### src/mdu_pkg.sv
// ----------------------------------------------------------------------
// MDU shared definitions
// Word width, RV32M operation codes, request/response structs,
// unit control structs and the state encodings of both units
// ----------------------------------------------------------------------
package mdu_pkg;

    parameter int XLEN = 32;                  // Fixed by RV32

    typedef logic [XLEN-1:0] md_word_t;

    // Operation codes follow the RV32M funct3 field
    typedef enum logic [2:0] {
        MUL    = 3'd0,
        MULH   = 3'd1,
        MULHSU = 3'd2,
        MULHU  = 3'd3,
        DIV    = 3'd4,
        DIVU   = 3'd5,
        REM    = 3'd6,
        REMU   = 3'd7
    } md_op_e;

    typedef struct packed {
        md_op_e   op;
        md_word_t src1;                       // rs1 value
        md_word_t src2;                       // rs2 value
    } md_req_t;

    typedef struct packed {
        md_word_t rslt;
    } md_resp_t;

    // ------------------------------------------------------------------
    // Unit controls and states
    // ------------------------------------------------------------------
    typedef struct packed {
        logic src1_signed;
        logic src2_signed;
        logic high;                           // Return upper product word
    } mul_ctrl_t;

    typedef struct packed {
        logic signed_op;
        logic rem;                            // Return remainder
    } div_ctrl_t;

    typedef enum logic [1:0] {MUL_IDLE, MUL_EXEC, MUL_RET} mul_state_e;

    typedef enum logic [1:0] {DIV_IDLE, DIV_CHECK, DIV_EXEC, DIV_RET} div_state_e;

endpackage

### src/mdu_dispatch.sv
// ----------------------------------------------------------------------
// MDU dispatcher
// Decodes a request into a multiplier or divider start with its
// controls, tracks busy and merges the two unit completions
// ----------------------------------------------------------------------
`timescale 1ns/1ns

module mdu_dispatch (
    input  logic              clk_i,
    input  logic              rst_i,
    input  logic              start_i,
    input  mdu_pkg::md_req_t  req_i,
    output logic              mul_start_o,
    output mdu_pkg::mul_ctrl_t mul_ctrl_o,
    output logic              div_start_o,
    output mdu_pkg::div_ctrl_t div_ctrl_o,
    output mdu_pkg::md_word_t src1_o,
    output mdu_pkg::md_word_t src2_o,
    input  logic              mul_done_i,
    input  mdu_pkg::md_resp_t mul_resp_i,
    input  logic              div_done_i,
    input  mdu_pkg::md_resp_t div_resp_i,
    output logic              busy_o,
    output logic              done_o,
    output mdu_pkg::md_resp_t resp_o
);
    import mdu_pkg::*;

    logic      accept;
    logic      mul_sel;
    logic      div_sel;
    mul_ctrl_t mul_ctrl_d;
    div_ctrl_t div_ctrl_d;
    logic      busy_q;

    assign accept = start_i & ~busy_q;        // Starts while busy are dropped

    // ------------------------------------------------------------------
    // Operation decode
    // ------------------------------------------------------------------
    always_comb begin
        mul_sel    = 1'b0;
        div_sel    = 1'b0;
        mul_ctrl_d = '0;
        div_ctrl_d = '0;
        case (req_i.op)
            MUL:    mul_sel = 1'b1;           // Low word, sign irrelevant
            MULH: begin
                mul_sel                = 1'b1;
                mul_ctrl_d.src1_signed = 1'b1;
                mul_ctrl_d.src2_signed = 1'b1;
                mul_ctrl_d.high        = 1'b1;
            end
            MULHSU: begin
                mul_sel                = 1'b1;
                mul_ctrl_d.src1_signed = 1'b1;
                mul_ctrl_d.high        = 1'b1;
            end
            MULHU: begin
                mul_sel         = 1'b1;
                mul_ctrl_d.high = 1'b1;
            end
            DIV: begin
                div_sel              = 1'b1;
                div_ctrl_d.signed_op = 1'b1;
            end
            DIVU:   div_sel = 1'b1;
            REM: begin
                div_sel              = 1'b1;
                div_ctrl_d.signed_op = 1'b1;
                div_ctrl_d.rem       = 1'b1;
            end
            default: begin                    // REMU
                div_sel        = 1'b1;
                div_ctrl_d.rem = 1'b1;
            end
        endcase
    end

    always_ff @(posedge clk_i) begin
        if (rst_i) begin
            busy_q      <= 1'b0;
            mul_start_o <= 1'b0;
            div_start_o <= 1'b0;
        end else begin
            mul_start_o <= accept & mul_sel;  // One-cycle unit strobes
            div_start_o <= accept & div_sel;
            if (accept) begin
                busy_q <= 1'b1;
            end else if (done_o) begin
                busy_q <= 1'b0;
            end
        end
    end

    always_ff @(posedge clk_i) begin
        if (accept) begin
            mul_ctrl_o <= mul_ctrl_d;
            div_ctrl_o <= div_ctrl_d;
            src1_o     <= req_i.src1;
            src2_o     <= req_i.src2;
        end
    end

    assign busy_o = busy_q;
    assign done_o = mul_done_i | div_done_i;
    assign resp_o = mul_done_i ? mul_resp_i : div_resp_i;

    a_no_start_busy : assert property (@(posedge clk_i) disable iff (rst_i)
        !(start_i && busy_o));
    a_done_exclusive : assert property (@(posedge clk_i) disable iff (rst_i)
        !(mul_done_i && div_done_i));
    a_done_in_busy : assert property (@(posedge clk_i) disable iff (rst_i)
        done_o |-> busy_o);

endmodule

### src/mdu_multiplier.sv
// ----------------------------------------------------------------------
// MDU multiplier
// Registers sign- or zero-extended operands, forms the full signed
// product in one step and returns the high or low word
// ----------------------------------------------------------------------
`timescale 1ns/1ns

module mdu_multiplier (
    input  logic               clk_i,
    input  logic               rst_i,
    input  logic               start_i,
    input  mdu_pkg::mul_ctrl_t ctrl_i,
    input  mdu_pkg::md_word_t  src1_i,
    input  mdu_pkg::md_word_t  src2_i,
    output logic               done_o,
    output mdu_pkg::md_resp_t  resp_o
);
    import mdu_pkg::*;

    mul_state_e               state_q;
    logic signed [XLEN:0]     src1_q;         // 33-bit extended operands
    logic signed [XLEN:0]     src2_q;
    logic                     high_q;
    logic signed [2*XLEN+1:0] product_q;

    // ------------------------------------------------------------------
    // State sequence
    // ------------------------------------------------------------------
    always_ff @(posedge clk_i) begin
        if (rst_i) begin
            state_q <= MUL_IDLE;
        end else begin
            case (state_q)
                MUL_IDLE: begin
                    if (start_i) begin
                        state_q <= MUL_EXEC;
                    end
                end
                MUL_EXEC: state_q <= MUL_RET;
                default:  state_q <= MUL_IDLE;
            endcase
        end
    end

    always_ff @(posedge clk_i) begin
        if (state_q == MUL_IDLE) begin
            src1_q <= {ctrl_i.src1_signed & src1_i[XLEN-1], src1_i};
            src2_q <= {ctrl_i.src2_signed & src2_i[XLEN-1], src2_i};
            high_q <= ctrl_i.high;
        end
        if (state_q == MUL_EXEC) begin
            product_q <= src1_q * src2_q;
        end
    end

    assign done_o = (state_q == MUL_RET);

    always_comb begin
        if (state_q != MUL_RET) begin
            resp_o.rslt = '0;
        end else if (high_q) begin
            resp_o.rslt = product_q[2*XLEN-1:XLEN];
        end else begin
            resp_o.rslt = product_q[XLEN-1:0];
        end
    end

    a_done_after_exec : assert property (@(posedge clk_i) disable iff (rst_i)
        done_o |-> $past(state_q) == MUL_EXEC);

endmodule

### src/mdu_divider.sv
// ----------------------------------------------------------------------
// MDU divider
// Radix-2 restoring divider. A check step handles division by zero
// and takes operand magnitudes, 32 shift-subtract steps follow and
// the return step applies the sign fix-up
// ----------------------------------------------------------------------
`timescale 1ns/1ns

module mdu_divider (
    input  logic               clk_i,
    input  logic               rst_i,
    input  logic               start_i,
    input  mdu_pkg::div_ctrl_t ctrl_i,
    input  mdu_pkg::md_word_t  src1_i,
    input  mdu_pkg::md_word_t  src2_i,
    output logic               done_o,
    output mdu_pkg::md_resp_t  resp_o
);
    import mdu_pkg::*;

    localparam int CNT_W = $clog2(XLEN);

    div_state_e       state_q;
    logic [CNT_W-1:0] cnt_q;                  // Remaining iterations
    md_word_t         rem_q;                  // Dividend until the check
    md_word_t         quo_q;
    md_word_t         divisor_q;
    logic             dividend_neg_q;
    logic             divisor_neg_q;
    logic             quo_neg_q;              // Result fix-up flags
    logic             rem_neg_q;
    logic             is_rem_q;

    logic             divisor_zero;
    md_word_t         dividend_mag;
    md_word_t         divisor_mag;
    logic [XLEN:0]    shifted;
    logic [XLEN+1:0]  diff;
    logic             q_bit;

    assign divisor_zero = (divisor_q == '0);
    assign dividend_mag = dividend_neg_q ? -rem_q : rem_q;
    assign divisor_mag  = divisor_neg_q ? -divisor_q : divisor_q;

    // One restoring step
    assign shifted = {rem_q, quo_q[XLEN-1]};
    assign diff    = {1'b0, shifted} - {2'b00, divisor_q};
    assign q_bit   = ~diff[XLEN+1];           // No borrow, subtract fits

    // ------------------------------------------------------------------
    // Control
    // ------------------------------------------------------------------
    always_ff @(posedge clk_i) begin
        if (rst_i) begin
            state_q <= DIV_IDLE;
            cnt_q   <= '0;
        end else begin
            case (state_q)
                DIV_IDLE: begin
                    if (start_i) begin
                        state_q <= DIV_CHECK;
                    end
                end
                DIV_CHECK: begin
                    state_q <= divisor_zero ? DIV_RET : DIV_EXEC;
                    cnt_q   <= CNT_W'(XLEN - 1);
                end
                DIV_EXEC: begin
                    if (cnt_q == '0) begin
                        state_q <= DIV_RET;
                    end
                    cnt_q <= cnt_q - 1'b1;
                end
                default: state_q <= DIV_IDLE;
            endcase
        end
    end

    // ------------------------------------------------------------------
    // Datapath
    // ------------------------------------------------------------------
    always_ff @(posedge clk_i) begin
        case (state_q)
            DIV_IDLE: begin
                if (start_i) begin
                    rem_q          <= src1_i;
                    divisor_q      <= src2_i;
                    dividend_neg_q <= ctrl_i.signed_op & src1_i[XLEN-1];
                    divisor_neg_q  <= ctrl_i.signed_op & src2_i[XLEN-1];
                    quo_neg_q      <= ctrl_i.signed_op & (src1_i[XLEN-1] ^ src2_i[XLEN-1]);
                    rem_neg_q      <= ctrl_i.signed_op & src1_i[XLEN-1];
                    is_rem_q       <= ctrl_i.rem;
                end
            end
            DIV_CHECK: begin
                if (divisor_zero) begin
                    quo_q     <= '1;          // Remainder keeps the dividend
                    quo_neg_q <= 1'b0;
                    rem_neg_q <= 1'b0;
                end else begin
                    rem_q     <= '0;
                    quo_q     <= dividend_mag;
                    divisor_q <= divisor_mag;
                end
            end
            DIV_EXEC: begin
                if (q_bit) begin
                    rem_q <= diff[XLEN-1:0];
                end else begin
                    rem_q <= shifted[XLEN-1:0];
                end
                quo_q <= {quo_q[XLEN-2:0], q_bit};
            end
            default: ;
        endcase
    end

    assign done_o = (state_q == DIV_RET);

    always_comb begin
        if (state_q != DIV_RET) begin
            resp_o.rslt = '0;
        end else if (is_rem_q) begin
            resp_o.rslt = rem_neg_q ? -rem_q : rem_q;
        end else begin
            resp_o.rslt = quo_neg_q ? -quo_q : quo_q;
        end
    end

    a_bounded_latency : assert property (@(posedge clk_i) disable iff (rst_i)
        (start_i && state_q == DIV_IDLE) |=> ##[0:33] (state_q == DIV_RET));

endmodule

### src/mdu_top.sv
// ----------------------------------------------------------------------
// MDU top level
// RV32M multiply/divide unit. Joins the dispatcher to the
// multiplier and the divider
// ----------------------------------------------------------------------
`timescale 1ns/1ns

module mdu_top (
    input  logic              clk_i,
    input  logic              rst_i,
    input  logic              start_i,
    input  mdu_pkg::md_req_t  req_i,
    output logic              busy_o,
    output logic              done_o,
    output mdu_pkg::md_resp_t resp_o
);
    import mdu_pkg::*;

    logic      mul_start;
    mul_ctrl_t mul_ctrl;
    logic      div_start;
    div_ctrl_t div_ctrl;
    md_word_t  src1;                          // Operands shared by both units
    md_word_t  src2;
    logic      mul_done;
    md_resp_t  mul_resp;
    logic      div_done;
    md_resp_t  div_resp;

    mdu_dispatch u_dispatch (
        .clk_i       (clk_i),
        .rst_i       (rst_i),
        .start_i     (start_i),
        .req_i       (req_i),
        .mul_start_o (mul_start),
        .mul_ctrl_o  (mul_ctrl),
        .div_start_o (div_start),
        .div_ctrl_o  (div_ctrl),
        .src1_o      (src1),
        .src2_o      (src2),
        .mul_done_i  (mul_done),
        .mul_resp_i  (mul_resp),
        .div_done_i  (div_done),
        .div_resp_i  (div_resp),
        .busy_o      (busy_o),
        .done_o      (done_o),
        .resp_o      (resp_o)
    );

    mdu_multiplier u_multiplier (
        .clk_i   (clk_i),
        .rst_i   (rst_i),
        .start_i (mul_start),
        .ctrl_i  (mul_ctrl),
        .src1_i  (src1),
        .src2_i  (src2),
        .done_o  (mul_done),
        .resp_o  (mul_resp)
    );

    mdu_divider u_divider (
        .clk_i   (clk_i),
        .rst_i   (rst_i),
        .start_i (div_start),
        .ctrl_i  (div_ctrl),
        .src1_i  (src1),
        .src2_i  (src2),
        .done_o  (div_done),
        .resp_o  (div_resp)
    );

endmodule

### config.mk
export PLATFORM = sky130hd
export DESIGN_NAME = mdu_top
export DESIGN_NICKNAME = d
export VERILOG_FILES = /design/src/mdu_pkg.sv /design/src/mdu_dispatch.sv /design/src/mdu_multiplier.sv /design/src/mdu_divider.sv /design/src/mdu_top.sv
export SDC_FILE = /design/constraint.sdc
export NUM_CORES = 2
export LEC_CHECK = 0
export ABC_AREA = 1
export BUFFER_PORTS_ARGS = -buffer_cell sky130_fd_sc_hd__buf_4
export CAP_MARGIN = 0
export CORE_ASPECT_RATIO = 1.25
export CORE_MARGIN = 8
export CORE_UTILIZATION = 40
export DETAILED_ROUTE_END_ITERATION = 16
export GPL_TIMING_DRIVEN = 0
export PLACE_DENSITY_LB_ADDON = 0.25
export SYNTH_ARGS = -nofsm -noshare
export SYNTH_HDL_FRONTEND = slang
export SYNTH_SLANG_ARGS = --single-unit
### constraint.sdc
create_clock -name clk_i -period 13.31 [get_ports clk_i]
set_clock_uncertainty 0.1 [all_clocks]
set_input_delay 3.3275 -clock clk_i [delete_from_list [all_inputs] [get_ports clk_i]]
set_output_delay 3.3275 -clock clk_i [all_outputs]
set_load 0.01 [all_outputs]
[Word level (Yosys, flattened, before mapping)]
Index checks and enable logic that the tools add are counted.
Word-level totals
  register bits after elaboration: 313
  input bits: 70
  output and inout bits: 34
Cells by class
  $add $sub $neg: 5
  multiply operators: 1
  equal/unequal tests: 19
  multiplexer cells: 39
  bitwise operators: 12
  reductions and logical operators: 19
Operators with widths (count)
  $mux 32: 15
  $pmux 32 s2: 2
  $neg 32->32: 3
  $pmux 32 s3: 1
  $mul 33x33->64: 1
  $sub 33x32->34: 1
  $logic_not 32->1: 1
  $mux 1: 13
  $ne 2x2->1 const B: 5
  $pmux 5 s2: 1
  $eq 3x3->1 const B: 3
  $and 1x1->1: 8
  $eq 2x2->1 const B: 3
  $eq 3x2->1 const B: 2
  $mux 2: 3
  $ne 2x1->1 const B: 3
  $pmux 2 s3: 1
  $reduce_and 3->1: 2
  $reduce_bool 2->1: 3
  $reduce_or 6->1: 1
  $logic_not 5->1: 1
  $sub 5x1->5 const B: 1
  $eq 2x1->1 const B: 2
  $logic_not 2->1: 2
  13 further kinds: 17

[Depth between registers and ports, before layout]
  word-level depth: 5
  mapped depth: 31
  gate-level depth less buffers: 29

[By module]
Synthesis repeated with hierarchy kept, for this count alone.
Second synthesis, totals
  cell total of the unflattened synthesis: 7665
  area total of the unflattened synthesis: 59450.8 µm²
Modules (own cells, without submodules)
  mdu_multiplier: times used 1, cells an instance 5635, area each 45468.6 µm², sequential area each 3973.8 µm²
  mdu_divider: times used 1, cells an instance 1831, area each 11294.6 µm², sequential area each 3173.0 µm²
  mdu_dispatch: times used 1, cells an instance 199, area each 2687.6 µm², sequential area each 2132.0 µm²

[Least setup slack after synthesis]
Ideal clock, no wire load.
  path type: register to register
  start point: register u_multiplier.src2_q[1]
  end point: register u_multiplier.product_q[56], data pin
  library setup time: 0.252 ns
  arrival time: 7.312 ns
  required time: 12.958 ns
  path slack: 5.646 ns
  stages on the path, launching flop included: 28
  buffers on the path: 2
  clock period less this slack: 7.664 ns
  cell sequence: edfxtp_1 clkbuf_1 clkbuf_1 nand2_1 inv_1 fa_1 fa_1 fa_1 inv_1 fa_1 inv_1 fa_1 fa_1 inv_1 fa_1 fa_1 inv_1 ha_1 nand2_1 nor2_1 inv_1 nor2_1 nand2_1 inv_1 nand2_1 or2_2 nand3_1 nand2_1
Between the ends
  longest elaborated chain between the ends: 1
Ends and longest elaborated chain
  start: declaration: RTL line mdu_multiplier.sv:22  | logic signed [XLEN:0] src2_q;
  start signal: assignment: RTL line mdu_multiplier.sv:48  | src2_q <= {ctrl_i.src2_signed & src2_i[XLEN-1], src2_i};
  $mul 33x33->64: RTL line mdu_multiplier.sv:52  | product_q <= src1_q * src2_q;
  end signal: assignment: RTL line mdu_multiplier.sv:52
  end: declaration: RTL line mdu_multiplier.sv:24  | logic signed [2*XLEN+1:0] product_q;
Every way passes these cells.
A chain may end at the register's enable or synchronous reset.

[Worst setup path in the final report]
  start point: register u_multiplier.src2_q[11]
  end point: register u_multiplier.product_q[63], data pin
The elaborated chain is that of the path after synthesis.

==> summary.txt <==
R2R depth = 28
Clk sinks = 313
Top post-synthesis cells by area = fa_1 (39%), edfxtp_1 (16%), inv_1 (13%)
Commonest cells after routing, fill and taps aside = inv_1 (1955), nand2_1 (1793), fa_1 (1125), nor2_1 (414), clkbuf_1 (318)
Critical Path Slowest Stage Cell = clkbuf_1
Post_cts resized = 0
Max FO, Critical Path = 10
# setup viols final = 0
Post-route DRC = 0
CP top delay family = adder cells
Arrival time worst endpoint = 10420 ps
Die Y-Extent = 441 um
CP Capture Type = flip-flop
Cts bufs inserted = 31
Final Max Slew Viols = 78
Area of the core = 144000 sq um
Vias in the first global route = 51471
Clk Latency, worst-skew pair = 600 ps
DR vias = 49402
Ports = 104
Chip Width = 356 um
Status = complete, but fails checks
Critical path class = reg2reg
Synth Register Bits = 313
HP Class = reg2reg
Number of post-CTS setup repair buffers = 0
R2R Path Start = u_multiplier.src2_q[11]
Vias per cell = 5.32
Sequential element share of the synthesized area = 16.0%
Total global-route track usage = 32.8%
Worst Min Path Start = u_dispatch.mul_start_o
Hold WS = 323 ps
Synthesis warning total = 0
Final WS setup = 3100 ps
Final ANT Viol Nets = 0
Failing checks = max-capacitance violations, max-slew violations
Share of cells above drive strength 1 = 3.05%
Crit. Startpoint = u_multiplier.src2_q[11]
Synth unique cells = 49
Max_cap viols = 9
Area occupied by multi-input gates = 40000 sq um
Die area = 157000 sq um
R2r setup slk = 3100 ps
Syn Inst Count = 7213
Final Hold Fails = 0
Critical Path RT = 13530 ps
Pin count of the biggest net entering global routing = 39
Antenna violations before repair = 14
Commonest non-fill, non-tap cell in the layout = inv_1
Crit path launch type = flip-flop
Fillers = 15068
Fmax = 98.0 MHz
CTS clk-pin slew, worst paths = 70 ps
WHS Path Cells = 2
Largest stage delay, worst path = 1080 ps
Port Buffers = 102
H-Tree Depth = 1
# rows = 156
Post-synth top area cell = fa_1
Slew headroom = -7.24%
Slew @ Worst Pin = 1610 ps
Detailed Route Iter0 Violations = 4715
CTS Root Cell = clkbuf_16
Min Tclk post-route = 10210 ps
Fin crit share = 76.7%
Post-DP HPWL = 219000 um
Syn nets = 8662
CP Buf/Inv Count = 10
Synth top area share = 39.0%
Mapped Avg Cell Area = 8.02 sq um
Setup WS pre-CTS = 3280 ps
Hold Buf Count CTS = 0
Max Root-Sink Buffers = 3
Starting Density = 40.2%
Synthesized area = 57900 sq um
CTS tree = built
First drt pass iteration count = 6
FF/Latch Area = 9280 sq um
Routed wire length per instance = 28.0 um
TNS Setup = 0 ps
Area Growth Syn to Fin = 7.63%
Hold path endpoint = u_multiplier.state_q[0]
FF-to-FF End = u_multiplier.product_q[63]
First-pass GRT wire length = 365000 um
Unrepaired setup endpoints after global routing = false
Routability congestion estimate = 1.03
Layout Nets = 8805
Final wirelength = 260000 um
GRT Residual Overflow = 0
==> metal layers <==
| metal | up-vias | GRT usage, % | wire length (um) |
|---|---|---|---|
| met2 | 2383 | 56.0 | 125000 |
| met4 | 8 | 26.8 | 27300 |
| met3 | 865 | 4.82 | 17900 |
| li1 | 21338 | - | - |
| met1 | 24808 | 36.5 | 89600 |
| met5 | - | 0 | 54 |
==> worst max-delay path by stage <==
stage	to	slack (ps)	cells past startpoint
3_5_place_dp	u_multiplier.product_q[63]	3280	28
3_3_place_gp	u_multiplier.product_q[63]	2990	25
5_1_grt	u_multiplier.product_q[63]	2810	28
6_report	u_multiplier.product_q[63]	3100	28
2_1_floorplan	u_multiplier.product_q[56]	5650	27
4_1_cts	u_multiplier.product_q[63]	3230	28
==> flip-flops by register name (all words and copies together) (netlist names), 3 cells and up <==
signal	cells
u_multiplier.src1_q	33
u_dispatch.src2_o	32
u_multiplier.src2_q	33
u_multiplier.product_q	64
u_dispatch.mul_ctrl_o	3
u_divider.quo_q	32
u_divider.divisor_q	32
u_divider.cnt_q	5
u_divider.rem_q	32
u_dispatch.src1_o	32
==> final cells by class <==
| cell class | count | share of cell area, % |
|---|---|---|
| multi-input cells | 4606 | 64.2 |
| flip-flops and latches | 313 | 14.9 |
| inverters | 1964 | 11.8 |
| well taps | 1896 | 3.81 |
| plain buffers | 330 | 2.04 |
| repair buffers | 110 | 1.49 |
| clock buffers | 35 | 1.27 |
| clock inverters | 21 | 0.406 |
| diodes | 11 | 0.0442 |
==> metrics by stage <==
stage | cells | cell area (sq um) | util (%)
CTS | 9275 | 62200 | 43.2
finish | 9286 | 62300 | 43.2
detailed placement | 9219 | 61200 | 42.5
global placement | 9211 | 61000 | 42.3
global route | 9279 | 62300 | 43.2
floorplan | 7213 | 57900 | -
==> worst reg2reg max path, delay by kind of cell, from the launching register on <==
family	cells	cell delay, ps
buffers and inverters	10	2770
flip-flops	1	330
AND/OR/NAND/NOR	9	1570
adder cells (fa/ha/maj)	9	5150
==> logic make-up (layout without fill, tap and decap cells) <==
logic type | after synthesis | after routing | share of synthesized area (%)
other | 0 | 11 | 0
adder cells (fa/ha/maj) | 1379 | 1379 | 44.4
flip-flops | 313 | 313 | 16.0
buffers and inverters | 2294 | 2460 | 14.9
AO/OA/AOI/OAI | 498 | 498 | 4.63
AND/OR/NAND/NOR | 2623 | 2623 | 18.4
XOR/XNOR | 106 | 106 | 1.60
==> synthesized netlist by cell type, drive strengths merged <==
library cell / count
nor3b: 2
nor2: 432
o211ai: 10
a221oi: 1
a21oi: 179
nand3b: 10
a41oi: 3
nor4: 6
a21o: 6
xor2: 79
o21a: 7
nand4: 71
xnor2: 27
nand3: 234
fa: 1126
clkinv: 4
a31oi: 28
nor3: 46
or2: 17
nand2: 1801
clkbuf: 314
a32oi: 1
o22ai: 1
o311ai: 4
buf: 16
o21bai: 15
o21ai: 242
inv: 1960
and3: 3
edfxtp: 301
a21boi: 1
dfxtp: 12
and2: 1
ha: 253
Power is not shown: default switching activity piles up to over one toggle a cycle in this logic, so the estimate is an artifact.
